File: config.mk
export PLATFORM = sky130hd
export DESIGN_NAME = bus_arbiter
export DESIGN_NICKNAME = d
export VERILOG_FILES = /design/src/bus_pkg.sv /design/src/bus_arbiter.sv
export VERILOG_INCLUDE_DIRS = /design/src /design/src/src
export SDC_FILE = /design/constraint.sdc
export NUM_CORES = 1
export LEC_CHECK = 0
export ABC_CLOCK_PERIOD_IN_PS = 11570
export BUFFER_PORTS_ARGS = -buffer_cell sky130_fd_sc_hd__clkbuf_2
export CAP_MARGIN = 20
export CORE_AREA = 2 2 173 175
export CTS_CLUSTER_DIAMETER = 200
export DETAILED_ROUTE_END_ITERATION = 8
export DIE_AREA = 0 0 175 177
export PLACE_DENSITY = 0.52
export SYNTH_ARGS = -nofsm -noshare
export SYNTH_HDL_FRONTEND = slang
export SYNTH_SLANG_ARGS = --single-unit
export TNS_END_PERCENT = 1
File: constraint.sdc
create_clock -name i_clk -period 11.57 [get_ports i_clk]
set_input_delay 2.314 -clock i_clk [delete_from_list [all_inputs] [get_ports i_clk]]
set_output_delay 2.314 -clock i_clk [all_outputs]
set_load 0.05 [all_outputs]
File: src/mem_macros.svh
// Memory geometry constants, included by every file that sizes the RAM or slices an address
`ifndef MEM_MACROS_SVH
`define MEM_MACROS_SVH

// ==============================
// RAM geometry
// ==============================

// Number of 64-bit words in the data RAM
`define MEM_WORDS 256

// Word index width, log2 of MEM_WORDS
`define MEM_IDX_BITS 8

// Byte offset inside one 64-bit word
`define BYTE_OFS_BITS 3

`endif

File: src/bus_pkg.sv
// Shared RAM bus types used by both peers, the arbiter and the RAM
`include "mem_macros.svh"

package bus_pkg;

  // ==============================
  // Word views
  // ==============================

  // One RAM word, seen whole or as eight byte lanes
  typedef union packed {
    logic [63:0]     dword;
    // Lane 0 is the least significant byte
    logic [7:0][7:0] bytes;
  } mem_word_u;

  // ==============================
  // Bus payloads
  // ==============================

  // Request toward the RAM
  typedef struct packed {
    // Word index, byte offset already stripped
    logic [`MEM_IDX_BITS-1:0] idx;
    // Write data, already moved to its lanes
    logic [63:0]              wdata;
    // One bit per byte lane, only honoured on writes
    logic [7:0]               mask;
    logic                     we;
  } bus_req_t;

  // Read word coming back with ack
  typedef struct packed {
    logic [63:0] rdata;
  } bus_rsp_t;

endpackage

File: src/bus_arbiter.sv
// Round-robin arbiter joining the LSU and fetch requesters onto the single RAM port
`timescale 1ns/1ps

module bus_arbiter (
  input  logic              i_clk,
  input  logic              i_rst,
  input  logic              i_lsu_req,
  input  bus_pkg::bus_req_t i_lsu_cmd,
  output logic              o_lsu_ack,
  output bus_pkg::bus_rsp_t o_lsu_rsp,
  input  logic              i_if_req,
  input  bus_pkg::bus_req_t i_if_cmd,
  output logic              o_if_ack,
  output bus_pkg::bus_rsp_t o_if_rsp,
  output logic              o_mem_req,
  output bus_pkg::bus_req_t o_mem_cmd,
  input  logic              i_mem_ack,
  input  bus_pkg::bus_rsp_t i_mem_rsp
);

  // Grant in progress, held until the RAM ack falls
  logic busy;
  // Granted peer, high for fetch
  logic grant_if;
  // Peer served last, high for fetch
  logic last_if;
  logic pick_if;
  logic any_req;
  logic sel_req;

  // ==============================
  // Arbitration
  // ==============================

  assign any_req = i_lsu_req | i_if_req;

  // On a tie the peer not served last wins
  always_comb begin
    if (i_lsu_req && i_if_req) begin
      pick_if = ~last_if;
    end else begin
      pick_if = i_if_req;
    end
  end

  assign sel_req = grant_if ? i_if_req : i_lsu_req;

  always_ff @(posedge i_clk) begin
    if (!i_rst) begin
      busy      <= 1'b0;
      grant_if  <= 1'b0;
      // LSU wins the first tie
      last_if   <= 1'b1;
      o_mem_req <= 1'b0;
    end else if (!busy) begin
      // RAM side must be fully idle before a new grant
      if (any_req && !o_mem_req && !i_mem_ack) begin
        busy      <= 1'b1;
        grant_if  <= pick_if;
        last_if   <= pick_if;
        o_mem_req <= 1'b1;
      end
    end else begin
      // Follow the granted peer down, never back up
      o_mem_req <= o_mem_req & sel_req;
      if (!o_mem_req && !i_mem_ack) begin
        busy <= 1'b0;
      end
    end
  end

  // Command is captured with the grant, peers hold it stable anyway
  always_ff @(posedge i_clk) begin
    if (!busy && any_req && !o_mem_req && !i_mem_ack) begin
      o_mem_cmd <= pick_if ? i_if_cmd : i_lsu_cmd;
    end
  end

  // ==============================
  // Return path
  // ==============================

  // Ack and data only reach the granted peer
  assign o_lsu_ack = busy & ~grant_if & i_mem_ack;
  assign o_if_ack  = busy & grant_if & i_mem_ack;
  assign o_lsu_rsp = grant_if ? '0 : i_mem_rsp;
  assign o_if_rsp  = grant_if ? i_mem_rsp : '0;

endmodule

After elaboration in Yosys (flattened, before gate mapping). Index checks and enable logic that the tools add are counted.

Latch bits: 0. Word-level logic and storage cells: 39. Register bits: 85. Output and inout bits: 212. RAM bits: 0. Bits in read-only memories: 0. Memories kept: 0.

Div/mod/pow operators: 0. $add $sub $neg: 0. Reductions and logical operators: 12. Mux-type cells: 10. Bitwise operators: 9. Eq/ne operators: 0. Multipliers: 0. Shifts and indexed selects: 0. Magnitude comparators: 0.

Operators with widths (count): $mux 64 (2); $mux 81 (1); $logic_and 1x1->1 (7); $mux 1 (7); $and 1x1->1 (5); $logic_not 1->1 (3); $not 1->1 (3); $reduce_and 2->1 (1); $reduce_bool 2->1 (1); $or 1x1->1 (1).

Logic depth before layout (Yosys ltp). Gate-level depths: netlist of run 1.

Depth in word-level cells: 5. Depth in mapped cells: 5. Depth with buffers taken out: 3.

Least setup slack after synthesis of run 1. Ideal clock, no wire load.

Path type: input-to-reg. Start: input port i_mem_ack. End: register o_mem_cmd[0] (netlist name), enable pin. Path slack: 6.046 ns. Stages on the path: 1. Arrival time: 5.042 ns. Required time: 11.088 ns. Path through: nor4_4.

Word-level cells in the longest chain between the ends: 2.

RTL lines: start: declaration (RTL line bus_arbiter.sv:17) `input logic i_mem_ack,`; $logic_not 1->1 (RTL line bus_arbiter.sv:74) `if (!busy && any_req && !o_mem_req && !i_mem_ack) begin`; $logic_and 1x1->1 (RTL line bus_arbiter.sv:74); end signal: assignment (RTL line bus_arbiter.sv:75) `o_mem_cmd <= pick_if ? i_if_cmd : i_lsu_cmd;`; end: declaration (RTL line bus_arbiter.sv:16) `output bus_pkg::bus_req_t o_mem_cmd,`.

No other way between the ends. A chain may end at the register's enable or synchronous reset.

==> metrics.yaml, run 1 <==
final.setup.worst_slack_ns: 6.28
powerDensity_nw_per_um2: 132
synth_cell_types: 21
hold_ws_ns: 0.556
layout_commonest_cell: "clkbuf_2"
detail_route.wirelength_mm: 19.2
syn_avg_cell_area_um2: 14.3
grt_pass1_wl_mm: 26.6
p_seq_share_pct: 37.2
dr_total_vias: 4281
min_period_over_period_pct: 45.7
cts_buffer_depth: 2
p_comb_share_pct: 33.9
postSynthCellCount: 337
ys_ff_latch: 85
internal-power_uw: 642
cp-start-kind: "primary input"
path_class: "in2out"
path_delay_family: "buffers and inverters"
cp_cell_sequence: "clkbuf_2 -> nor2b_1 -> clkbuf_2"
end_kind: "output pin"
required_ns: 9.26
finalSetupTns_ns: 0
clockRootBuffer: "clkbuf_16"
worst_ep_arrival_time_ns: 2.97
ant_nets: 0
p_sw_uw: 368
outcome: "completed"
slew_viol_final: 0
grt.total_usage_pct: 11.8
p_sw_share_pct: 36.5
port_buffers: 442
htree_levels: 3
io_pins: 443
post_cts_buffers: 0
die_h_um: 177
crit_slowest_cell: "clkbuf_2"
period_needed_ns: 5.29
cts-resized-gates: 0
worst_pin_slew_ns: 0.878
cp_common_cell: "clkbuf_2"
nets: 1003
dp_slack_ns: 6.23
hold_violations: 0
min_path_type: "reg2reg"
grt_max_degree: 110
areaGrowthSynthToFinish_pct: 58.7
p_clk_share_pct: 28.9
dr.pass1.iters: 4
grt_antenna_before_repair: 0
yosysSeqAreaShare_pct: 52.0
ctsHoldBuffers: 0
cp_num_buf_inv: 2
netlist_area_um2: 4830
core_um2: 29200
dp_hpwl_mm: 16.4
dp_cells: 1151
ys_warn_count: 0
syn_nets: 568
ys_async_sr_fraction_pct: 0
grt-ovfl-total: 0
max_cap_violations: 0
insertion_delay_ns: 0.34
synthFlopType: "edfxtp_1"
num_rows: 63
via_per_inst: 3.67
antenna_cells: 0
grt_pass1_vias: 4352
cts_tree: "built"
leakage_uw: 0.00382
max_slew_margin_pct: 41.5
fin_total_pwr_uw: 1010
setup_viol: 0
path_max_fanout: 2
die-area_um2: 31000
rsz0062_at_grt: "no"
drtIter0Drc: 131
drive_gt1_share_pct: 70.1
final_cell_mix: "442 x clkbuf_2, 81 x edfxtp_1, 69 x mux2_4"
drc: 0
cts_made_buffers: 9
wl_per_cell_um: 16.4
synth_edf_count: 81
fmax_mhz: 189
cp_slowest_stage_delay_ns: 0.33
stdcell_count: 1167
gp_congestion: 0.779
finClkSkew_ns: 0.0140
cts.sinks: 85
ir_drop_mv: 0.0621
start_util_pct: 16.5
clk_pin_slew_ns: 0.07
die_x_um: 175
per-stage QoR:
step                utilization [%]  cell area [um^2]
floorplan                         -              4830
global placement               25.2              7370
detailed placement             25.2              7370
CTS                            26.2              7670
global route                   26.2              7670
finish                         26.2              7670
metal layers:
metal / track usage, % / up-vias / wire [um]
li1: - / 2048 / -
met1: 12.8 / 1962 / 7330
met2: 22.2 / 264 / 9980
met3: 3.57 / 7 / 1700
met4: 2.71 / 0 / 162
met5: 0 / - / 0
area by class of cell:
type,count,area [um^2]
Fill cell,3109,21600
Sequential cell,85,2520
Timing Repair Buffer,447,2250
Multi-Input combinational cell,229,2120
Tap cell,390,488
Clock buffer,9,225
Clock inverter,7,73.8
power groups by stage:
| stage | registers, uW | logic [uW] | clock network [uW] |
|---|---|---|---|
| final | 376 | 343 | 292 |
| after global routing | 378 | 360 | 313 |
| after CTS | 377 | 348 | 305 |
| after detailed placement | 383 | 347 | 0 |
| after global placement | 383 | 346 | 0 |
| after floorplan | 457 | 172 | 0 |
synth_stat cells (all sizes together) (2+ instances only):
| library cell | number | area share, % |
|---|---|---|
| edfxtp | 81 | 50 |
| mux2 | 81 | 24 |
| nor2b | 66 | 8.5 |
| and2 | 64 | 8.3 |
| clkbuf | 13 | 1.0 |
| buf | 10 | 3.3 |
| dfxtp | 4 | 1.7 |
| nor2 | 4 | 0.31 |
| nand2 | 3 | 0.23 |
| mux2i | 2 | 0.41 |
| o21a | 2 | 0.31 |
cell families (layout without fill, tap and decap cells):
family / Yosys count / in the layout / share of synthesized area (%)
and+or+nand+nor: 140 / 140 / 18.1
DFF: 85 / 85 / 52.0
muxes: 83 / 83 / 24.6
AOI/OAI and AO/OA: 6 / 6 / 0.931
buffers and inverters: 23 / 463 / 4.35
sequential cells by signal, summed over array words and instances, names as in the netlist:
signal,cells
last_if,1
grant_if,1
busy,1
o_mem_cmd,81
o_mem_req,1
worst paths after layout:
kind / endpoint / from / slack, ns / cells after the start
worst max-delay path: o_lsu_rsp[40] / i_mem_rsp[40] / 6.28 / 3
worst min register to register: last_if / last_if / 0.56 / 2
worst max register to register: o_mem_cmd[3] / last_if / 9.07 / 4
worst min-delay path: last_if / last_if / 0.56 / 2
worst reg2reg max path: cells and delay by family (launching register included):
family	cells	cell delay [ns]
mux	1	0.48
buf+inv	2	1.29
flops	1	0.34
compound gates	1	0.12
Power figures use the tool's default switching activity.
==> inputs of run 2 (changes only) <==
--- a/config.mk
+++ b/config.mk
@@ -6,13 +6,14 @@
 export SDC_FILE = /design/constraint.sdc
 export NUM_CORES = 1
 export LEC_CHECK = 0
-export ABC_CLOCK_PERIOD_IN_PS = 11570
+export ABC_AREA = 1
+export ABC_CLOCK_PERIOD_IN_PS = 5100
 export BUFFER_PORTS_ARGS = -buffer_cell sky130_fd_sc_hd__clkbuf_2
 export CAP_MARGIN = 20
-export CORE_AREA = 2 2 173 175
+export CORE_AREA = 2 2 174 176
 export CTS_CLUSTER_DIAMETER = 200
 export DETAILED_ROUTE_END_ITERATION = 8
-export DIE_AREA = 0 0 175 177
+export DIE_AREA = 0 0 176 178
 export PLACE_DENSITY = 0.52
 export SYNTH_ARGS = -nofsm -noshare
 export SYNTH_HDL_FRONTEND = slang
==> constraint.sdc (replaced) <==
create_clock -name i_clk -period 5.1 [get_ports i_clk]
set_input_delay 1.02 -clock i_clk [delete_from_list [all_inputs] [get_ports i_clk]]
set_output_delay 1.02 -clock i_clk [all_outputs]
set_load 0.05 [all_outputs]
==> metrics.yaml, run 2 <==
outcome: "completed"
finalSetupTns_ns: 0
htree_levels: 3
dr_total_vias: 5378
max_slew_margin_pct: 33.4
end_kind: "output pin"
slew_viol_final: 0
clockRootBuffer: "clkbuf_16"
finClkSkew_ns: 0.0102
die_h_um: 178
cts-resized-gates: 0
dp_cells: 1448
cp_num_buf_inv: 3
die_x_um: 176
synth_cell_types: 16
path_delay_family: "flip-flops"
yosysSeqAreaShare_pct: 52.3
worst_pin_slew_ns: 0.999
synth_area_leaders: "edfxtp_1 51%, nand2_1 24%, inv_1 10%, nor2_1 5.2%, buf_6 2.6%"
detail_route.wirelength_mm: 20.3
area.sequential_um2: 2520
cts_made_buffers: 9
insertion_delay_ns: 0.35
syn_avg_cell_area_um2: 7.46
wl_per_cell_um: 13.8
required_ns: 4.08
dp_hpwl_mm: 16.7
synth.top_cells.by_count: "313 x nand2_1, 134 x inv_1, 81 x edfxtp_1, 67 x nor2_1, 12 x buf_2"
fmax_mhz: 311
hold_violations: 0
final_cell_mix: "442 x clkbuf_2, 313 x nand2_1, 133 x inv_1"
period_needed_ns: 3.22
worst_ep_arrival_time_ns: 2.20
nets: 1301
num_rows: 63
rsz0062_at_grt: "no"
regMostFlops: "o_mem_cmd"
netlist_area_um2: 4810
ys_ff_latch: 85
grt-ovfl-total: 0
cts.sinks: 85
core_um2: 29400
synth_area_leader_cell: "edfxtp_1"
ir_drop_mv: 0.139
stdcell_count: 1466
cts_buffer_depth: 2
ant_nets: 0
port_buffers: 442
areaGrowthSynthToFinish_pct: 57.1
drtIter0Drc: 154
synthFlopType: "edfxtp_1"
path_class: "reg2out"
grt_pass1_vias: 5017
fillCellCount: 3301
grt.total_usage_pct: 12.3
cp-start-kind: "flop"
final.setup.worst_slack_ns: 1.88
leakage_uw: 0.00475
multiInputGateArea_um2: 1490
setup_viol: 0
path_max_fanout: 107
synth_edf_count: 81
post_cts_buffers: 0
drive_gt1_share_pct: 43.5
fin_util_pct: 25.7
drc: 0
clk_pin_slew_ns: 0.07
largest_reg_flops: 81
yosysMostFrequentCell: "nand2_1"
dp_slack_ns: 1.85
grt_antenna_before_repair: 1
ys_warn_count: 0
min_period_over_period_pct: 63.1
ctsHoldBuffers: 0
layout_commonest_cell: "clkbuf_2"
io_pins: 443
grt_max_degree: 108
synth_top_area_share_pct: 50.6
dr.pass1.iters: 4
cp_slowest_stage_delay_ns: 0.99
gp_congestion: 0.821
min_path_type: "reg2reg"
syn_nets: 875
crit_slowest_cell: "dfxtp_4"
powerDensity_nw_per_um2: 298
ys_async_sr_fraction_pct: 0
max_cap_violations: 0
cp_cell_sequence: "buf_4 -> nand2_1 -> inv_1 -> clkbuf_2"
cts_tree: "built"
via_per_inst: 3.67
start_util_pct: 16.3
grt_pass1_wl_mm: 28.3
die-area_um2: 31300
postSynthCellCount: 644
## run 2: changes by cell type after synthesis, moves of 12 or more
cell / change
mux2_4: -69
nor2b_1: -66
and2_1: -64
nor2_1: +63
mux2_2: -12
nand2_1: +310
inv_1: +134
## run 2: area by class of cell
cell class              instances  area share [%]
diodes                          2          0.0663
clock buffers                   9            2.98
clock inverters                 6           0.630
inverters                     136            6.78
multi-input cells             391            19.8
flip-flops and latches         85            33.3
well taps                     390            6.46
repair buffers                447            30.0
## run 2: power breakdown
part	leakage (uW)	switching [uW]	internal (uW)
logic	0.00383	579	177
registers	0.000799	27.3	840
clock network	0.000121	298	331
## run 2: cell families (layout without fill, tap and decap cells)
| group | count (synthesis) | count (layout) | share of synthesized area, % |
|---|---|---|---|
| compound gates | 5 | 5 | 0.755 |
| buf+inv | 168 | 598 | 16.7 |
| other cells | 0 | 2 | 0 |
| simple gates | 386 | 386 | 30.3 |
| flops | 85 | 85 | 52.3 |
## run 2: tightest hold or removal path, stage by stage, from the launching register on
cell,delay (ns)
dfxtp_1,0.34
nand2_1,0.07
a21oi_1,0.05
## run 2: metal layers
| metal | wire length, um | global-route usage [%] | up-vias |
|---|---|---|---|
| met4 | 362 | 4.44 | 0 |
| li1 | - | - | 2722 |
| met2 | 10000 | 21.8 | 278 |
| met3 | 1580 | 3.03 | 12 |
| met5 | 0 | 0 | - |
| met1 | 8310 | 14.3 | 2366 |
## run 2: worst paths after layout
path,end,start,slack (ns),cells past startpoint
worst max-delay path,o_if_rsp[42],grant_if,1.88,4
worst min-delay path,o_mem_req,o_mem_req,0.51,2
worst max register to register,o_mem_cmd[21],last_if,3.28,5
worst min register to register,o_mem_req,o_mem_req,0.51,2
## run 2: per-stage QoR
stage          hold WS (ns)  total power [uW]  cell area, um^2
6_report              0.507              2250             7550
5_1_grt               0.533              2370             7550
4_1_cts               0.507              2300             7520
3_5_place_dp          0.495              1650             7250
3_3_place_gp          0.496              1650             7250
2_1_floorplan         0.479              1410             4810
