--- src/mem_macros.svh ---
// Memory geometry constants, included by every file that sizes the RAM or slices an address
`ifndef MEM_MACROS_SVH
`define MEM_MACROS_SVH

// ==============================
// RAM geometry
// ==============================

// Number of 64-bit words in the data RAM
`define MEM_WORDS 256

// Word index width, log2 of MEM_WORDS
`define MEM_IDX_BITS 8

// Byte offset inside one 64-bit word
`define BYTE_OFS_BITS 3

`endif

--- src/bus_pkg.sv ---
// Shared RAM bus types used by both peers, the arbiter and the RAM
`include "mem_macros.svh"

package bus_pkg;

  // ==============================
  // Word views
  // ==============================

  // One RAM word, seen whole or as eight byte lanes
  typedef union packed {
    logic [63:0]     dword;
    // Lane 0 is the least significant byte
    logic [7:0][7:0] bytes;
  } mem_word_u;

  // ==============================
  // Bus payloads
  // ==============================

  // Request toward the RAM
  typedef struct packed {
    // Word index, byte offset already stripped
    logic [`MEM_IDX_BITS-1:0] idx;
    // Write data, already moved to its lanes
    logic [63:0]              wdata;
    // One bit per byte lane, only honoured on writes
    logic [7:0]               mask;
    logic                     we;
  } bus_req_t;

  // Read word coming back with ack
  typedef struct packed {
    logic [63:0] rdata;
  } bus_rsp_t;

endpackage

--- src/fetch_port.sv ---
// Instruction fetch peer: reads one RAM word and returns the 32-bit half picked by the PC
`timescale 1ns/1ps
`include "mem_macros.svh"

module fetch_port (
  input  logic              i_clk,
  input  logic              i_rst,
  input  logic              i_req,
  input  logic [31:0]       i_pc,
  output logic              o_ack,
  output logic [31:0]       o_instr,
  output logic              o_bus_req,
  output bus_pkg::bus_req_t o_bus_cmd,
  input  logic              i_bus_ack,
  input  bus_pkg::bus_rsp_t i_bus_rsp
);

  typedef enum logic [1:0] {ST_IDLE, ST_BUS, ST_DONE} state_e;

  state_e state;
  // High when the PC names the upper half of the word
  logic   upper_q;

  // ==============================
  // Handshake FSM
  // ==============================

  always_ff @(posedge i_clk) begin
    if (!i_rst) begin
      state     <= ST_IDLE;
      o_ack     <= 1'b0;
      o_bus_req <= 1'b0;
    end else begin
      case (state)
        ST_IDLE: begin
          if (i_req) begin
            o_bus_req <= 1'b1;
            state     <= ST_BUS;
          end
        end
        ST_BUS: begin
          if (i_bus_ack) begin
            o_bus_req <= 1'b0;
            o_ack     <= 1'b1;
            state     <= ST_DONE;
          end
        end
        ST_DONE: begin
          // Wait for both sides to go quiet
          if (!i_req && !i_bus_ack) begin
            o_ack <= 1'b0;
            state <= ST_IDLE;
          end
        end
        default: state <= ST_IDLE;
      endcase
    end
  end

  // Read command, PC bits 1:0 ignored
  always_ff @(posedge i_clk) begin
    if (state == ST_IDLE && i_req) begin
      o_bus_cmd.idx   <= i_pc[`BYTE_OFS_BITS +: `MEM_IDX_BITS];
      o_bus_cmd.wdata <= '0;
      o_bus_cmd.mask  <= '0;
      o_bus_cmd.we    <= 1'b0;
      upper_q         <= i_pc[`BYTE_OFS_BITS-1];
    end
    // Instruction stays put until the next fetch completes
    if (state == ST_BUS && i_bus_ack) begin
      o_instr <= upper_q ? i_bus_rsp.rdata[63:32] : i_bus_rsp.rdata[31:0];
    end
  end

endmodule

--- config.mk ---
export PLATFORM = sky130hd
export DESIGN_NAME = fetch_port
export DESIGN_NICKNAME = d
export VERILOG_FILES = /design/src/bus_pkg.sv /design/src/fetch_port.sv
export VERILOG_INCLUDE_DIRS = /design/src /design/src/src
export SDC_FILE = /design/constraint.sdc
export NUM_CORES = 1
export LEC_CHECK = 0
export ABC_CLOCK_PERIOD_IN_PS = 1740
export BUFFER_PORTS_ARGS = -buffer_cell sky130_fd_sc_hd__buf_2
export CORE_ASPECT_RATIO = 0.8
export CORE_MARGIN = 2
export CORE_UTILIZATION = 36
export CTS_BUF_LIST = sky130_fd_sc_hd__clkbuf_8
export DETAILED_ROUTE_END_ITERATION = 8
export HOLD_SLACK_MARGIN = 0.06
export PLACE_DENSITY = 0.87
export SKIP_LAST_GASP = 1
export SLEW_MARGIN = 20
export SYNTH_ARGS = -nofsm -noshare
export SYNTH_HDL_FRONTEND = slang
export SYNTH_SLANG_ARGS = --single-unit
export TNS_END_PERCENT = 30
--- constraint.sdc ---
create_clock -name i_clk -period 1.74 [get_ports i_clk]
set_input_delay 0.522 -clock i_clk [delete_from_list [all_inputs] [get_ports i_clk]]
set_output_delay 0.522 -clock i_clk [all_outputs]
set_load 0.01 [all_outputs]
# Word-level counts from Yosys, hierarchy flattened
# Index checks and enable logic that the tools add are counted.
[word_totals]
register_bits = 45
in_bits = 100
out_inout_bits = 115
word_cells = 33
[classes]
eq_ne = 5
n_mux = 11
reduce_logical = 11
[ops]
columns = ["operator", "count"]
rows = [
  ["$mux W32", 1],
  ["$reduce_and A3 Y1", 3],
  ["$mux W2", 3],
  ["$ne A2 B2 Y1 const B", 3],
  ["$pmux W2 S3", 1],
  ["$mux W1", 4],
  ["$pmux W1 S2", 2],
  ["$reduce_bool A2 Y1", 2],
  ["$logic_and A1 B1 Y1", 3],
  ["$eq A2 B1 Y1 const B", 1],
  ["$eq A2 B2 Y1 const B", 1],
  ["$logic_not A1 Y1", 2],
  ["$logic_not A2 Y1", 1],
]

# Longest topological paths before layout
# Gate-level depths: netlist (run 1).
[depth]
ltp_word = 4
depth_mapped = 3

# Worst setup path after synthesis (run 1)
# OpenSTA, ideal clock, no wires.
[synth_path]
path_kind = "input -> register"
start = "in i_bus_ack"
end = "reg o_instr[0] (enable)"
t_arrival_ps = 1377
required_ps = 1353
path_slack_ps = -24
stages = 3
path_buffers = 0
cell_sequence = "and2b_1 > nand2_1 > inv_1"
[synth_between]
elab_chain_len = 1
[synth_rtl]
columns = ["element", "line_no", "rtl"]
rows = [
  ["start: declaration", "fetch_port.sv:14", "input logic i_bus_ack,"],
  ["$logic_and A1 B1 Y1", "fetch_port.sv:70", "if (state == ST_BUS && i_bus_ack) begin"],
  ["end signal: assignment", "fetch_port.sv:71", "o_instr <= upper_q ? i_bus_rsp.rdata[63:32] : i_bus_rsp.rdata[31:0];"],
  ["end: declaration", "fetch_port.sv:11", "output logic [31:0] o_instr,"],
]
# No other way between the ends.
# A chain may end at the register's enable or synchronous reset.

# Final worst setup path (run 1)
[layout_path]
start = "reg state[1]"
end = "reg o_instr[5] (enable)"
[layout_between]
elab_chain_len = 2
[layout_rtl]
columns = ["element", "line_no", "rtl"]
rows = [
  ["start: declaration", "fetch_port.sv:20", "state_e state;"],
  ["start signal: assignment", "fetch_port.sv:30", "state <= ST_IDLE;"],
  ["start signal: assignment", "fetch_port.sv:38", "state <= ST_BUS;"],
  ["start signal: assignment", "fetch_port.sv:45", "state <= ST_DONE;"],
  ["$eq A2 B1 Y1", "fetch_port.sv:70", ""],
  ["$logic_and A1 B1 Y1", "fetch_port.sv:70", ""],
]
# No other way between the ends.

==> qor.yml, run 1 <==
areaGrowthSynthToFinish_pct: 20.1
min_to: "o_bus_cmd[78]"
first_global_vias: 1258
setup_tns_ps: 0
holdCritStartpoint: "i_pc[8]"
drive_above_1_share_pct: 54.7
yosys_register_bits: 45
vias: 1474
combPwrFrac_pct: 17.7
post_dp_cell_area_um2: 2910
r2r_slack_ps: 370
status: "completed"
synthArstFlopShare_pct: 0
num_antenna_cells: 0
syn_area_per_cell_um2: 14.5
io_buffer_count: 118
worstSetupPathType: "reg -> reg"
cts-root-buf: "clkbuf_8"
cts_tree: "yes"
antenna_left: 0
postLayoutCellArea_um2: 3020
power_frac_clock_pct: 30.1
vdd_drop_max_uv: 447
cts_hold_buffers: 0
final_nets: 396
worstSetupEndpointType: "flip-flop"
cp-start-kind: "flip-flop"
p_seq_share_pct: 52.2
period_minus_slack_ps: 1370
synth_cells: 173
drtPass1Iterations: 4
reg2reg_from: "state[1]"
dieArea_um2: 7660
htree_levels: 2
path_clk_slew_ps: 80
p_per_area_nw_per_um2: 809
utilization_pct: 44.2
hold_violations: 0
required_ps: 1780
antenna_found_initial: 0
min_path_cells: 1
power.share.switching_pct: 23.0
hold_class: "in -> reg"
die_x_um: 97.4
path_max_fanout: 32
multi_input_area_um2: 838
rsz0062_at_grt: "no"
start_util_pct: 36.8
skew_ps: 4.26
cp.arrival_ps: 1410
r2r_end: "o_instr[5]"
synth.area.top_cells: "edfxtp_1, buf_4, mux2_4"
grt_start_max_net_pins: 33
p_leak_nw: 1.48
core_um2: 6820
wl_per_cell_um: 12.0
seqCellArea_um2: 1310
via_per_inst: 3.85
ys.flop_type: "edfxtp_1"
n_fill_cell: 630
grt_use_total_pct: 11.0
wl_mm: 4.60
p_total_mw: 2.44
dp_hpwl_mm: 3.67
synth-edff-count: 41
finalCritPeriodShare_pct: 78.9
postCtsSetupRepairBufs: 0
synth_top_area_share_pct: 49.1
maxSlewViolCount: 0
reg2reg_depth: 4
grt_pass1_wl_mm: 6.44
globalplace.congestion: 0.758
cts_buffer_depth: 2
num_rows: 27
clk_latency_ps: 280
max_clock_freq_mhz: 729
overflow: 0
synth_warnings: 0
p_sw_mw: 0.561
drt_iter0_drc: 17
ioPinCount: 215
cts.sinks: 45
ys_types: 19
p_int_mw: 1.88
setup_viol: 0
route.detailed.drc: 0
synthTopCellsByCount: "buf_4, edfxtp_1, mux2_4"
synth_top_area_cell: "edfxtp_1"
netlist_area_um2: 2510
cts_buffers: 5
die-height_um: 78.7
drv_cap: 0
yosysMostFrequentCell: "buf_4"
seq_area_frac_synth_pct: 52.2
cts_resized: 0
layer usage:
layer / part of all wire, % / GRT usage, % / vias to the layer above
met2: 48 / 18.5 / 109
li1: - / - / 695
met5: 0 / 0 / -
met1: 37 / 12.4 / 665
met4: 1.3 / 3.75 / 0
met3: 13 / 5.25 / 5
how the worst max path moves through the flow:
stage                start            end  slack, ps  depth (start not counted)
6_report          state[1]     o_instr[5]        370                          4
3_3_place_gp     i_bus_ack    o_instr[31]        200                          5
5_1_grt           state[1]     o_instr[5]        330                          4
3_5_place_dp     i_bus_ack    o_instr[31]        170                          5
4_1_cts        o_instr[30]    o_instr[30]        370                          1
2_1_floorplan        i_req  o_bus_cmd[73]         80                          1
registers in the layout, summed over array words and instances (netlist names):
register	cells
o_instr	32
o_bus_cmd	8
o_ack	1
upper_q	1
o_bus_req	1
state	2
cells by family (layout without fill, tap and decap cells):
| family | Yosys count | after routing | share of synthesized area (%) |
|---|---|---|---|
| AO/OA/AOI/OAI | 7 | 7 | 2.04 |
| buffers and inverters | 80 | 131 | 25.1 |
| flip-flops | 45 | 45 | 52.2 |
| multiplexers | 32 | 32 | 18.8 |
| other | 1 | 73 | 0.149 |
| AND/OR/NAND/NOR | 8 | 8 | 1.60 |
cell usage in the layout, fill, tap and decap left out, drive strengths merged:
master    count
nor3b         1
clkinvlp      1
buf         121
and2b         1
dfxtp         4
edfxtp       41
inv           2
mux2         32
o21ai         2
clkinv        1
nand2         2
o32ai         1
nor2          3
clkbuf        5
bufinv        1
conb         73
a211oi        1
a2111oi       1
a21oi         2
nor2b         1
final cells by class:
| cell class | instances | share of cell area, % |
|---|---|---|
| clock buffers | 5 | 2.28 |
| clock inverters | 2 | 1.16 |
| inverters | 3 | 0.498 |
| multi-input cells | 120 | 27.8 |
| flip-flops and latches | 45 | 43.5 |
| well taps | 87 | 3.61 |
| repair buffers | 121 | 21.2 |
metrics by stage:
step	hold slack (ps)	setup slack, ps	cells
5_1_grt	386	332	383
3_3_place_gp	477	199	376
4_1_cts	393	375	383
3_5_place_dp	496	172	376
2_1_floorplan	457	84.3	245
6_report	410	368	383
power by group through the flow:
stage | clock network, mW | registers, mW | logic (mW)
after floorplan | 0 | 1.32 | 0.373
after global placement | 0 | 1.29 | 0.422
after detailed placement | 0 | 1.30 | 0.433
after CTS | 0.776 | 1.27 | 0.436
after global routing | 0.820 | 1.28 | 0.469
final | 0.734 | 1.27 | 0.432
critical path, stage by stage (launching register included):
cell        delay (ps)
dfxtp_1            430
and2b_1            240
nand2_1            150
clkinvlp_4         120
buf_12             170
No activity file was read; power rests on OpenSTA's default activity.
==> run 2, diff against run 1 <==
--- a/config.mk
+++ b/config.mk
@@ -6,15 +6,15 @@
 export SDC_FILE = /design/constraint.sdc
 export NUM_CORES = 1
 export LEC_CHECK = 0
-export ABC_CLOCK_PERIOD_IN_PS = 1740
+export ABC_CLOCK_PERIOD_IN_PS = 1400
 export BUFFER_PORTS_ARGS = -buffer_cell sky130_fd_sc_hd__buf_2
 export CORE_ASPECT_RATIO = 0.8
 export CORE_MARGIN = 2
-export CORE_UTILIZATION = 36
+export CORE_UTILIZATION = 40
 export CTS_BUF_LIST = sky130_fd_sc_hd__clkbuf_8
 export DETAILED_ROUTE_END_ITERATION = 8
 export HOLD_SLACK_MARGIN = 0.06
-export PLACE_DENSITY = 0.87
+export PLACE_DENSITY = 0.92
 export SKIP_LAST_GASP = 1
 export SLEW_MARGIN = 20
 export SYNTH_ARGS = -nofsm -noshare
==> constraint.sdc (replaced) <==
create_clock -name i_clk -period 1.4 [get_ports i_clk]
set_input_delay 0.42 -clock i_clk [delete_from_list [all_inputs] [get_ports i_clk]]
set_output_delay 0.42 -clock i_clk [all_outputs]
set_load 0.01 [all_outputs]
==> run 2 against run 1 <==
Net effect:
- global-route usage rose by 1.2 points
- combinational power rose by 28%
- register-to-register slack got worse by 250 ps
- sequential share of layout area fell by 0.39 points
- clock-buffer cell count did not move
- routed wire length rose by 2.2%
- sequential power rose by 24%
- via count rose by 2.8%
- final cell count fell by 0.26%
- largest cell class unchanged
==> qor.yml, run 2 (synthesized netlist as in run 1, its figures left out) <==
status: "completed"
holdCritStartpoint: "i_pc[6]"
die_x_um: 92.6
cts.sinks: 45
p_sw_mw: 0.747
worstSetupEndpointType: "flip-flop"
path_max_fanout: 30
power.share.switching_pct: 25.5
layout_common_cells: "buf_2, conb_1, edfxtp_1"
overflow: 0
min_to: "o_bus_cmd[76]"
largest_reg_flops: 32
cts_hold_buffers: 0
finalCritPeriodShare_pct: 91.6
layout.cells.non_filler: 382
min_path_cells: 1
antenna_left: 0
p_int_mw: 2.18
core_um2: 5970
grt_use_total_pct: 12.2
cts_buffer_depth: 2
p_leak_nw: 1.50
reg2reg_from: "upper_q"
num_rows: 25
reg_top3: "o_instr: 32 flops, o_bus_cmd: 8 flops, state: 2 flops"
cts_resized: 0
grt_start_max_net_pins: 31
hold_class: "in -> reg"
drtPass1Iterations: 4
postCtsSetupRepairBufs: 0
htree_levels: 2
die-height_um: 74.9
ioPinCount: 215
vias: 1515
antenna_found_initial: 0
r2r_end: "o_instr[27]"
via_per_inst: 3.97
path_clk_slew_ps: 80
power_frac_clock_pct: 27.1
io_buffer_count: 118
place_ws_ps: 48.3
drv_cap: 0
combPwrFrac_pct: 18.8
maxSlewViolCount: 0
dp_hpwl_mm: 3.71
utilization_pct: 51.0
r2r_slack_ps: 120
cts-root-buf: "clkbuf_8"
setup_viol: 0
period_minus_slack_ps: 1280
required_ps: 1450
max_clock_freq_mhz: 780
cp-start-kind: "flip-flop"
cts_buffers: 5
areaGrowthSynthToFinish_pct: 21.3
wl_per_cell_um: 12.3
final_nets: 400
rsz0062_at_grt: "no"
dp_cells: 374
start_util_pct: 42.0
worst_slack_ps: 118
vdd_drop_max_uv: 390
first_global_vias: 1338
dieArea_um2: 6930
clk_latency_ps: 290
layout_commonest_cell: "buf_2"
num_antenna_cells: 0
cts_tree: "yes"
cp.arrival_ps: 1330
wl_mm: 4.70
p_seq_share_pct: 54.0
regMostFlops: "o_instr"
route.detailed.drc: 0
hold_violations: 0
p_per_area_nw_per_um2: 963
globalplace.congestion: 0.642
grt_pass1_wl_mm: 6.36
skew_ps: 4.67
drive_above_1_share_pct: 56.5
worstSetupPathType: "reg -> reg"
drt_iter0_drc: 48
reg2reg_depth: 2
## run 2: changes by cell type in the layout (fill, tap and decap cells not counted), sizes merged
cell / previous run / this run
buf: 121 / 125
bufinv: 1 / 0
clkinvlp: 1 / 2
inv: 2 / 3
## run 2: power groups by stage
stage / combinational [mW] / sequential (mW) / clock (mW)
global route: 0.601 / 1.59 / 0.883
CTS: 0.554 / 1.58 / 0.820
finish: 0.552 / 1.58 / 0.795
detailed placement: 0.550 / 1.62 / 0
global placement: 0.540 / 1.61 / 0
floorplan: 0.466 / 1.65 / 0
## run 2: worst max path at each step
stage / start / to / slack (ps) / depth (start not counted)
floorplan: i_bus_ack / o_instr[0] / -100 / 3
global placement: i_bus_ack / o_instr[30] / 50 / 5
detailed placement: i_bus_ack / o_instr[5] / 50 / 5
CTS: upper_q / o_instr[27] / 80 / 2
global route: upper_q / o_instr[27] / 50 / 2
finish: upper_q / o_instr[27] / 120 / 2
## run 2: per-stage QoR
stage          instance area [um2]  TNS [ps]  total power [mW]  hold slack (ps)
2_1_floorplan                 2790     -3240              2.11              432
6_report                      3050         0              2.93              296
4_1_cts                       3050         0              2.96              285
3_3_place_gp                  2960         0              2.15              453
5_1_grt                       3050         0              3.07              277
3_5_place_dp                  2960         0              2.17              459
## run 2: critical path: stages (launching register included)
cell      delay [ps]
edfxtp_1         420
buf_12           240
mux2_2           370
## run 2: layout make-up
cell class,count,area [um2]
timing repair buffer,125,681
multi-input combinational,120,846
inverter,3,15.0
sequential,45,1310
clock buffer,5,68.8
clock inverter,3,21.3
fill,513,2930
tap,81,101
## run 2: routing by layer
metal  global-route usage [%]  vias to the layer above  part of all wire, %
met3                     4.90                        2                   11
met4                     3.48                        0                 0.40
met1                     13.6                      700                   37
met5                        0                        -                    0
li1                         -                      707                    -
met2                     22.2                      106                   51
