**config.mk**
```make
export PLATFORM = sky130hd
export DESIGN_NAME = lsu_access
export DESIGN_NICKNAME = d
export VERILOG_FILES = /design/src/bus_pkg.sv /design/src/lsu_pkg.sv /design/src/lsu_access.sv
export VERILOG_INCLUDE_DIRS = /design/src /design/src/src
export SDC_FILE = /design/constraint.sdc
export NUM_CORES = 1
export LEC_CHECK = 0
export BUFFER_PORTS_ARGS = -buffer_cell sky130_fd_sc_hd__buf_2
export CAP_MARGIN = 20
export CORE_MARGIN = 2
export CORE_UTILIZATION = 56
export CTS_BUF_LIST = sky130_fd_sc_hd__clkbuf_16
export CTS_CLUSTER_SIZE = 14
export DETAILED_ROUTE_END_ITERATION = 8
export GPL_TIMING_DRIVEN = 0
export PLACE_DENSITY = 0.86
export SETUP_SLACK_MARGIN = 0.02
export SYNTH_ARGS = -nofsm -noshare
export SYNTH_HDL_FRONTEND = slang
export SYNTH_SLANG_ARGS = --single-unit
```
**constraint.sdc**
```tcl
create_clock -name i_clk -period 12.5 [get_ports i_clk]
set_input_delay 3.125 -clock i_clk [delete_from_list [all_inputs] [get_ports i_clk]]
set_output_delay 3.125 -clock i_clk [all_outputs]
set_load 0.01 [all_outputs]
```
**src/mem_macros.svh**
```systemverilog
// Memory geometry constants, included by every file that sizes the RAM or slices an address
`ifndef MEM_MACROS_SVH
`define MEM_MACROS_SVH

// ==============================
// RAM geometry
// ==============================

// Number of 64-bit words in the data RAM
`define MEM_WORDS 256

// Word index width, log2 of MEM_WORDS
`define MEM_IDX_BITS 8

// Byte offset inside one 64-bit word
`define BYTE_OFS_BITS 3

`endif

```
**src/bus_pkg.sv**
```systemverilog
// Shared RAM bus types used by both peers, the arbiter and the RAM
`include "mem_macros.svh"

package bus_pkg;

  // ==============================
  // Word views
  // ==============================

  // One RAM word, seen whole or as eight byte lanes
  typedef union packed {
    logic [63:0]     dword;
    // Lane 0 is the least significant byte
    logic [7:0][7:0] bytes;
  } mem_word_u;

  // ==============================
  // Bus payloads
  // ==============================

  // Request toward the RAM
  typedef struct packed {
    // Word index, byte offset already stripped
    logic [`MEM_IDX_BITS-1:0] idx;
    // Write data, already moved to its lanes
    logic [63:0]              wdata;
    // One bit per byte lane, only honoured on writes
    logic [7:0]               mask;
    logic                     we;
  } bus_req_t;

  // Read word coming back with ack
  typedef struct packed {
    logic [63:0] rdata;
  } bus_rsp_t;

endpackage

```
**src/lsu_pkg.sv**
```systemverilog
// Load/store types: operation encoding plus the command and response of the LSU port
package lsu_pkg;

  // ==============================
  // Memory operation code
  // ==============================

  // Bit 0 picks zero extension on load, bits 2:1 pick the size
  typedef enum logic [2:0] {
    MEM_LB   = 3'b000,
    MEM_LBU  = 3'b001,
    MEM_LH   = 3'b010,
    MEM_LHU  = 3'b011,
    MEM_LW   = 3'b100,
    MEM_LWU  = 3'b101,
    MEM_LD   = 3'b110,
    // No memory access at all, acked without touching the bus
    MEM_NONE = 3'b111
  } mem_op_e;

  // ==============================
  // Port payloads
  // ==============================

  // Command from the outside, 100 bits
  typedef struct packed {
    // Byte address, aligned down to the access size
    logic [31:0] addr;
    // Store data, taken from the low lanes
    logic [63:0] wdata;
    mem_op_e     op;
    // High for a store
    logic        we;
  } lsu_cmd_t;

  // Result returned alongside ack
  typedef struct packed {
    // Extended load value, zero after a store
    logic [63:0] rdata;
  } lsu_rsp_t;

endpackage

```
**src/lsu_access.sv**
```systemverilog
// Load/store peer: turns one memory operation into a byte-masked bus access and formats loads
`timescale 1ns/1ps
`include "mem_macros.svh"

module lsu_access (
  input  logic              i_clk,
  input  logic              i_rst,
  input  logic              i_req,
  input  lsu_pkg::lsu_cmd_t i_cmd,
  output logic              o_ack,
  output lsu_pkg::lsu_rsp_t o_rsp,
  output logic              o_bus_req,
  output bus_pkg::bus_req_t o_bus_cmd,
  input  logic              i_bus_ack,
  input  bus_pkg::bus_rsp_t i_bus_rsp
);

  typedef enum logic [1:0] {ST_IDLE, ST_BUS, ST_DONE} state_e;

  state_e                    state;
  // Size decode of the incoming command
  logic [7:0]                base_mask;
  logic [`BYTE_OFS_BITS-1:0] align;
  logic [`BYTE_OFS_BITS-1:0] ofs;
  // Store path
  bus_pkg::mem_word_u        st_src;
  bus_pkg::mem_word_u        st_lanes;
  // Load path
  bus_pkg::mem_word_u        ld_src;
  bus_pkg::mem_word_u        ld_lanes;
  bus_pkg::mem_word_u        ld_ext;
  // Captured at request time for formatting the load
  lsu_pkg::mem_op_e          op_q;
  logic [`BYTE_OFS_BITS-1:0] ofs_q;
  logic                      we_q;

  // ==============================
  // Command decode
  // ==============================

  // Base mask by size, align clears the offset bits below the size
  always_comb begin
    case (i_cmd.op)
      lsu_pkg::MEM_LB, lsu_pkg::MEM_LBU: begin
        base_mask = 8'h01;
        align     = 3'b111;
      end
      lsu_pkg::MEM_LH, lsu_pkg::MEM_LHU: begin
        base_mask = 8'h03;
        align     = 3'b110;
      end
      lsu_pkg::MEM_LW, lsu_pkg::MEM_LWU: begin
        base_mask = 8'h0f;
        align     = 3'b100;
      end
      lsu_pkg::MEM_LD: begin
        base_mask = 8'hff;
        align     = 3'b000;
      end
      default: begin
        base_mask = 8'h00;
        align     = 3'b000;
      end
    endcase
    ofs = i_cmd.addr[`BYTE_OFS_BITS-1:0] & align;
  end

  // Rotate store data up so byte 0 lands on lane ofs
  always_comb begin
    st_src.dword = i_cmd.wdata;
    for (int i = 0; i < 8; i++) begin
      st_lanes.bytes[i] = st_src.bytes[3'(i - ofs)];
    end
  end

  // ==============================
  // Load formatting
  // ==============================

  always_comb begin
    ld_src.dword = i_bus_rsp.rdata;
    // Rotate down so the addressed lane becomes byte 0
    for (int i = 0; i < 8; i++) begin
      ld_lanes.bytes[i] = ld_src.bytes[3'(i + ofs_q)];
    end
    case (op_q)
      lsu_pkg::MEM_LB:  ld_ext.dword = {{56{ld_lanes.bytes[0][7]}}, ld_lanes.bytes[0]};
      lsu_pkg::MEM_LBU: ld_ext.dword = {56'd0, ld_lanes.bytes[0]};
      lsu_pkg::MEM_LH:  ld_ext.dword = {{48{ld_lanes.bytes[1][7]}}, ld_lanes.bytes[1:0]};
      lsu_pkg::MEM_LHU: ld_ext.dword = {48'd0, ld_lanes.bytes[1:0]};
      lsu_pkg::MEM_LW:  ld_ext.dword = {{32{ld_lanes.bytes[3][7]}}, ld_lanes.bytes[3:0]};
      lsu_pkg::MEM_LWU: ld_ext.dword = {32'd0, ld_lanes.bytes[3:0]};
      // Double word, offset is always zero here
      default:          ld_ext.dword = ld_lanes.dword;
    endcase
  end

  // ==============================
  // Handshake FSM
  // ==============================

  always_ff @(posedge i_clk) begin
    if (!i_rst) begin
      state     <= ST_IDLE;
      o_ack     <= 1'b0;
      o_bus_req <= 1'b0;
    end else begin
      case (state)
        ST_IDLE: begin
          if (i_req) begin
            if (i_cmd.op == lsu_pkg::MEM_NONE) begin
              // Nothing to move, ack straight away
              o_ack <= 1'b1;
              state <= ST_DONE;
            end else begin
              o_bus_req <= 1'b1;
              state     <= ST_BUS;
            end
          end
        end
        ST_BUS: begin
          if (i_bus_ack) begin
            o_bus_req <= 1'b0;
            o_ack     <= 1'b1;
            state     <= ST_DONE;
          end
        end
        ST_DONE: begin
          // Bus ack must be gone too before a new access may start
          if (!i_req && !i_bus_ack) begin
            o_ack <= 1'b0;
            state <= ST_IDLE;
          end
        end
        default: state <= ST_IDLE;
      endcase
    end
  end

  // Bus command and result registers
  always_ff @(posedge i_clk) begin
    if (state == ST_IDLE && i_req) begin
      op_q            <= i_cmd.op;
      ofs_q           <= ofs;
      we_q            <= i_cmd.we;
      o_bus_cmd.idx   <= i_cmd.addr[`BYTE_OFS_BITS +: `MEM_IDX_BITS];
      o_bus_cmd.wdata <= st_lanes.dword;
      o_bus_cmd.mask  <= base_mask << ofs;
      o_bus_cmd.we    <= i_cmd.we;
      // No-access ops report zero
      o_rsp.rdata     <= '0;
    end else if (state == ST_BUS && i_bus_ack) begin
      o_rsp.rdata <= we_q ? 64'd0 : ld_ext.dword;
    end
  end

endmodule

```
Yosys cells after proc, flatten, opt, wreduce, memory -nomap -nowiden
Cells that the tools add are included.
- logic and storage cells: 128
- input bits: 168
- output and inout bits: 147
- flip-flop bits (word level): 155
- shifts and indexed selects: 1
- equal/unequal tests: 19
- muxes and demuxes: 50
- magnitude comparators: 16
- reduce and logical (&&, ||, !) cells: 16
- bitwise logic cells: 1
- $add $sub $neg: 15
- operator list (cell ; number):
    binary-select mux 8 bit (select 3 bit) ; 16
    one-hot mux 64 bit (6 select lines) ; 1
    two-way mux 8 bit ; 16
    less-than comparator 3 x 4 -> 1 bit, second input constant ; 16
    two-way mux 64 bit ; 1
    one-hot mux 8 bit (4 select lines) ; 1
    equality test 3 bit, second input constant ; 6
    adder 3 bit, first input constant ; 4
    equality test 3 x 2 -> 1 bit, second input constant ; 4
    subtractor 3 bit, first input constant ; 4
    inequality test 2 bit, second input constant ; 5
    one-hot mux 3 bit (3 select lines) ; 1
    two-way mux 2 bit ; 4
    << shifter 8 x 3 -> 8 bit ; 1
    two-way mux 1 bit ; 7
    adder 2 x 3 -> 3 bit, first input constant ; 2
    equality test 3 x 1 -> 1 bit, second input constant ; 2
    logical NOT 3 bit ; 2
    one-hot mux 2 bit (3 select lines) ; 1
    OR reduction 2 bit ; 3
    subtractor 1 x 3 -> 3 bit, first input constant ; 2
    subtractor 2 x 3 -> 3 bit, first input constant ; 2
    AND reduction 5 bit ; 1
    AND reduction 4 bit ; 1
    12 further kinds ; 15

Longest topological paths before layout
Gate-level depths: netlist (run 1).
- depth in word-level cells: 7
- gate-level depth with buffers: 12
- gate-level depth less buffers: 7

Worst setup path after synthesis (run 1)
No wires, ideal clock.
- path type: input port to flip-flop
- start point: in i_req
- end point: reg o_bus_cmd[10] (netlist bit), enable pin
- slack: 6.123 ns
- cell stages on the path: 3
- arrival: 5.892 ns
- path through: nand2_1 -> nor2_1 -> clkbuf_1
- cells in the longest elaborated chain, start to end: 1
- RTL lines (element ; RTL line ; source):
    start: declaration ; lsu_access.sv:8 ; input logic i_req,
    logical AND 1 bit ; lsu_access.sv:142 ; if (state == ST_IDLE && i_req) begin
    end: declaration ; lsu_access.sv:13 ; output bus_pkg::bus_req_t o_bus_cmd,
Every way passes these cells.
A chain may end at the register's enable or synchronous reset.

==> flow_summary.toml, run 1 <==
[clock_network]
clk_pin_slew_ns = 0.07
ctsResizeCount = 0
cts_buffers = 17
cts_tree = "built"
ctsHoldBuffers = 0
root_buffer = "clkbuf_16"
post_cts_buffers = 0
htree_levels = 4
clock-sinks = 155
cts_buffer_depth = 2
insertion_delay_ns = 0.44

[finish]
design_area_um2 = 12600
fillCellCount = 1229
fin_nets = 1234
areaGrowthSynthToFinish_pct = 23.6
drive_above_1_share_pct = 53.6
num_antenna_cells = 0

[setup_path]
cpMaxStageDelayCell = "buf_1"
cpMostUsedCell = "buf_2"
rr_startpoint = "ofs_q[1]"
critPathMaxFanout = 11
crit_chain = "buf_2 > nand2b_1 > nor2_1 > buf_2 > buf_2 > inv_1 > ha_1 > clkbuf_1 > buf_1 > mux2i_1 > mux2_2"
crit_start = "i_cmd[2]"
critPathArrivalTime_ns = 6.36
crit_required_ns = 12.68
slowest_delay_ns = 0.66
timing.rr.end = "o_rsp[41]"
reg2reg_depth = 10
start_kind = "input pin"
crit_type = "in -> reg"
end_kind = "register"
reg2reg_slack_ns = 8.14

[drt]
wl_mm = 32.1
routedWlPerCell_um = 24.6
vias = 8548
postRouteAntennaNets = 0
dr.first_iter.drc_count = 819
route.detailed.drc = 0
via_per_inst = 6.56
dr.pass1.iters = 6

[placed_design]
gp_congestion = 0.968
port_buffers = 293
dpl_cell_area_um2 = 12000
hpwl_mm = 23.9

[global_route]
grt_overflow = 0
grt_max_degree = 61
antenna_found_initial = 2
track_usage_pct = 32.5
grt_pass1_wl_mm = 48.5
grt_pass1_vias = 8612

[pwr]
power_density_nw_per_um2 = 128
ir_drop_uv = 111
leakage_nw = 5.23

[synth]
syn_nets = 921
yosysTopAreaCellShare_pct = 25.6
syn_inst = 749
synth_area_per_cell_um2 = 13.6
ys_ff_latch = 155
synthTopCellsByArea = "edfxtp_1, mux4_2, mux2_2"
syn_area_um2 = 10200
yosysTopAreaCell = "edfxtp_1"
yosysWarnings = 0
yosysSeqAreaShare_pct = 39.0
synthDistinctLibCells = 44

[floorplan]
fp.dieW_um = 139
initial_utilization_pct = 57.0
dieHeight_um = 139
core_um2 = 17900
ioPinCount = 315
die_area_um2 = 19300
fp-row-count = 49

[timing]
clock.fmax_mhz = 162
finalMaxSlewViolations = 0
setup_viol = 0
maxSlewHeadroom_pct = 24.7
worst_hold_slack_ns = 0.465
fin_worst_skew_ns = 0.00773
fin_crit_sh_pct = 49.4
period_needed_ns = 6.18
finalHoldViolCount = 0
final.setup.tns_ns = 0
tightestPinTransition_ns = 1.13
rsz0062_at_grt = "false"

[job]
drv_cap = 0

[worst_hold_path]
hp-class = "reg -> reg"
min_to = "o_rsp[47]"
min_from = "o_rsp[47]"
whs_path_depth = 2

[status]
status = "completed"
==> cells by family (layout without fill, tap and decap cells) <==
kind of cell	after synthesis	after routing	synth area share (%)
multiplexers	345	345	45.5
flip-flops	155	155	39.0
AO/OA/AOI/OAI	96	96	8.00
buffers and inverters	73	399	3.42
AND/OR/NAND/NOR	71	71	3.03
XOR/XNOR	5	5	0.577
adder cells (fa/ha/maj)	4	4	0.491
==> sequential cells by signal, indices dropped and copies added (netlist names) <==
register   cells
o_ack          1
o_bus_cmd     80
o_bus_req      1
o_rsp         64
ofs_q          3
op_q           3
state          2
we_q           1
==> metal layers <==
layer  GRT usage, %  routed length, um
met5              0                 31
met4           17.5               1710
met3           10.9               3630
met2           53.9              15600
met1           37.3              11200
==> cells in the mapped netlist (all sizes together) <==
cell type  count
nor3           1
o2bb2a         1
o21a           1
edfxtp        87
nor2          18
mux2i        136
o41ai          1
o21ai         15
a221o         47
nor2b          4
nand3          3
inv            5
a21oi          5
a31o           1
o22ai          1
nand2         36
or3            1
a22oi          9
mux2         127
a22o           8
nor4           1
a21boi         1
and3b          1
and2           2
dfxtp         68
or2            1
and3           2
mux4          82
a21o           2
o31ai          4
clkbuf        25
xor2           2
ha             4
buf           43
nand2b         1
xnor2          3
==> stage by stage <==
stage	worst slack (ns)	utilization, %	power [mW]	cells
2_1_floorplan	6.12	-	0.909	749
6_report	6.32	70.4	1.61	1304
3_5_place_dp	5.89	67.0	1.06	1272
4_1_cts	6.35	70.4	1.61	1304
5_1_grt	6.19	70.4	1.66	1304
3_3_place_gp	5.00	66.8	1.05	1271
==> layout make-up <==
class,count,area [um2],area share (%)
tap,229,287,2.27
buffer,68,334,2.65
inverter,5,18.8,0.149
clock inverter,15,199,1.58
timing repair buffer,294,1490,11.8
multi-input combinational,521,5880,46.6
clock buffer,17,425,3.37
sequential,155,3970,31.5
==> critical path: cells and delay by family <==
kind | cells | cell delay, ns
buffers and inverters | 6 | 1.93
muxes | 2 | 0.54
adders and majority gates | 1 | 0.28
and+or+nand+nor | 2 | 0.47
==> cell usage in the layout (no fill, tap or decap), types with 5 or more instances in the layout <==
cell | Yosys | routed
a22oi_1 | 9 | 9
inv_8 | 0 | 5
clkbuf_1 | 25 | 24
edfxtp_1 | 87 | 87
mux4_2 | 82 | 82
clkbuf_16 | 0 | 17
a221o_1 | 47 | 47
buf_2 | 27 | 320
mux2_2 | 125 | 125
o21ai_0 | 15 | 15
buf_6 | 5 | 5
buf_1 | 10 | 10
mux2i_1 | 136 | 136
inv_1 | 5 | 5
a22o_1 | 8 | 8
dfxtp_1 | 68 | 68
nand2_1 | 36 | 36
nor2_1 | 17 | 17
==> worst max path at each step <==
stage / slack (ns) / end / depth (start not counted)
after floorplan: 6.12 / o_bus_cmd[10] / 3
after global placement: 5.00 / o_bus_cmd[10] / 4
after detailed placement: 5.89 / o_bus_cmd[57] / 11
after CTS: 6.35 / o_bus_cmd[57] / 11
after global routing: 6.19 / o_bus_cmd[58] / 11
final: 6.32 / o_bus_cmd[57] / 11
==> where the power goes <==
group          internal, mW  switching, mW
sequential            0.593         0.0171
clock                 0.306          0.245
combinational         0.213          0.239
(Power assumes the default switching activity.)
==> run 2: changes to the inputs <==
ABC_AREA = 1   (was default)
CORE_UTILIZATION = 47   (was 56)
PLACE_DENSITY = 0.77   (was 0.86)
clock period = 5.2 ns   (was 12.5 ns; I/O delays follow)
==> run 2 against run 1 <==
Final area up 0.37%. Hold slack lost 0.0018 ns. Non-clock buffer count is 42 higher. Via count up 42%. Power rose by 150%. Cell count grew 65%. Clock-buffer cell count is the same. Flip-flop and latch count is the same. First-iteration DRC count grew 46%. Core utilization decreased by 11 points. Clock skew rose by 0.0058 ns.
==> flow_summary.toml, run 2 <==
[setup_path]
reg2reg_slack_ns = 2.22
crit_start = "i_cmd[3]"
reg2reg_depth = 15
crit_path_end = "o_bus_cmd[60]"
critPathMaxFanout = 10
crit_type = "in -> reg"
crit_required_ns = 5.34
timing.rr.end = "o_rsp[60]"
rr_startpoint = "ofs_q[0]"
critPathArrivalTime_ns = 3.68
start_kind = "input pin"
end_kind = "register"

[finish]
largest_reg_flops = 80
final_common_cell = "nand2_1"
final_cell_mix = "nand2_1, buf_2, nand3_1"
areaGrowthSynthToFinish_pct = 24.3
reg.largest.list = "o_bus_cmd x80, o_rsp x64"
top_register = "o_bus_cmd"
fin_nets = 2027
fin_cells = 2148
design_area_um2 = 12700
drive_above_1_share_pct = 22.4

[floorplan]
initial_utilization_pct = 48.2
die_area_um2 = 22900
fp-row-count = 53
fp.dieW_um = 151
ioPinCount = 315
dieHeight_um = 151
core_um2 = 21200

[clock_network]
htree_levels = 4
ctsHoldBuffers = 0
root_buffer = "clkbuf_16"
clock-sinks = 155
clk_pin_slew_ns = 0.07
insertion_delay_ns = 0.44
post_cts_buffers = 0
cts_tree = "built"
cts_buffer_depth = 2
cts_buffers = 17
ctsResizeCount = 0

[timing]
tightestPinTransition_ns = 0.651
rsz0062_at_grt = "false"
period_needed_ns = 3.54
fin_worst_skew_ns = 0.0135
maxSlewHeadroom_pct = 56.6
fin_crit_sh_pct = 68.1
final.setup.tns_ns = 0
finalHoldViolCount = 0
clock.fmax_mhz = 282
setup_viol = 0
finalMaxSlewViolations = 0

[placed_design]
dpl.cell_count = 2111
hpwl_mm = 32.9
port_buffers = 293
gp_congestion = 1.03
dpl_cell_area_um2 = 12000

[pwr]
switching_share_pct = 37.3
leakage_nw = 6.18
p_sw_mw = 1.48
power_frac_clock_pct = 33.3
power_density_nw_per_um2 = 315
internal_power_mw = 2.50
p_seq_share_pct = 36.7
ir_drop_uv = 234
p_comb_share_pct = 30.0

[drt]
wl_mm = 42.0
vias = 12179
routedWlPerCell_um = 19.6
postRouteAntennaNets = 0
dr.pass1.iters = 7
route.detailed.drc = 0
dr.first_iter.drc_count = 1196
via_per_inst = 5.67

[synth]
syn_nets = 1714
yosysTopAreaCellShare_pct = 25.6
yosysWarnings = 0
synth_edf_count = 87
syn_area_um2 = 10200
synth_area_per_cell_um2 = 6.61
yosysTopAreaCell = "edfxtp_1"
yosys.cell_count.top_type = "nand2_1"
syn_inst = 1542
synthDistinctLibCells = 28
synthTopCellsByArea = "edfxtp_1, nand2_1, dfxtp_1"
synth_ff_type = "edfxtp_1"
ys_ff_latch = 155
yosysSeqAreaShare_pct = 39.0
ys_async_sr_fraction_pct = 0
synthTopCellsByCount = "nand2_1, nand3_1, o21ai_0"

[global_route]
antenna_found_initial = 5
grt_max_degree = 54
grt_pass1_wl_mm = 61.9
grt_overflow = 0
grt_pass1_vias = 11064
track_usage_pct = 36.1

[worst_hold_path]
hp-class = "reg -> reg"

[job]
drv_cap = 0

[status]
status = "completed"
[run 2: worst min-delay path by stage]
stage          startpoint        end  slack (ns)  cells past startpoint
2_1_floorplan       o_ack      o_ack        0.49                      2
3_3_place_gp     o_rsp[2]   o_rsp[2]        0.45                      2
3_5_place_dp    o_rsp[34]  o_rsp[34]        0.45                      2
4_1_cts         o_rsp[34]  o_rsp[34]        0.46                      2
5_1_grt         o_rsp[34]  o_rsp[34]        0.48                      2
6_report        o_rsp[46]  o_rsp[46]        0.46                      2
[run 2: cells by family after synthesis]
logic type	Yosys count	synth area share, %
xor+xnor	3	0.405
simple gates	939	38.3
flops	155	39.0
buf+inv	184	8.21
compound gates	243	12.2
fa+ha+maj	4	0.491
mux	14	1.38
[run 2: final cells by class]
class	instances	area (um2)
antenna	5	12.5
buffer	110	562
clock buffer	17	425
clock inverter	15	191
fill	2049	8500
inverter	74	278
multi-input combinational	1203	5380
sequential	155	3970
tap	275	344
timing repair buffer	294	1490
[run 2: worst max-delay path: stages]
cell and delay, ns:
buf_2 0.14, inv_1 0.08, nand2_1 0.15, buf_2 0.32, buf_2 0.32, ha_1 0.34, inv_1 0.16, clkbuf_1 0.39
o21ai_0 0.22, nand2_1 0.10, o21ai_0 0.14
[run 2: stage by stage]
step           power [mW]  hold slack, ns  utilization (%)  worst slack (ns)
4_1_cts              3.96           0.465             59.8              1.76
2_1_floorplan        2.20           0.487                -             0.586
5_1_grt              4.15           0.478             59.8              1.54
3_3_place_gp         2.64           0.451             56.7            -0.666
6_report             3.98           0.463             59.8              1.66
3_5_place_dp         2.64           0.455             56.9              1.36
[run 2: per-layer routing]
layer / GRT usage, % / share of wire (%) / up-vias
met4: 17.2 / 5.1 / 0
met3: 6.05 / 8.0 / 131
met5: 0 / 0 / -
met1: 43.9 / 39 / 5580
met2: 62.1 / 48 / 734
li1: - / - / 5734
[run 2: power by group through the flow]
| stage | clock network (mW) | logic, mW | registers, mW |
|---|---|---|---|
| after floorplan | 0 | 0.659 | 1.54 |
| after global placement | 0 | 1.15 | 1.49 |
| after detailed placement | 0 | 1.16 | 1.49 |
| after CTS | 1.33 | 1.17 | 1.46 |
| after global routing | 1.38 | 1.30 | 1.47 |
| final | 1.33 | 1.19 | 1.46 |
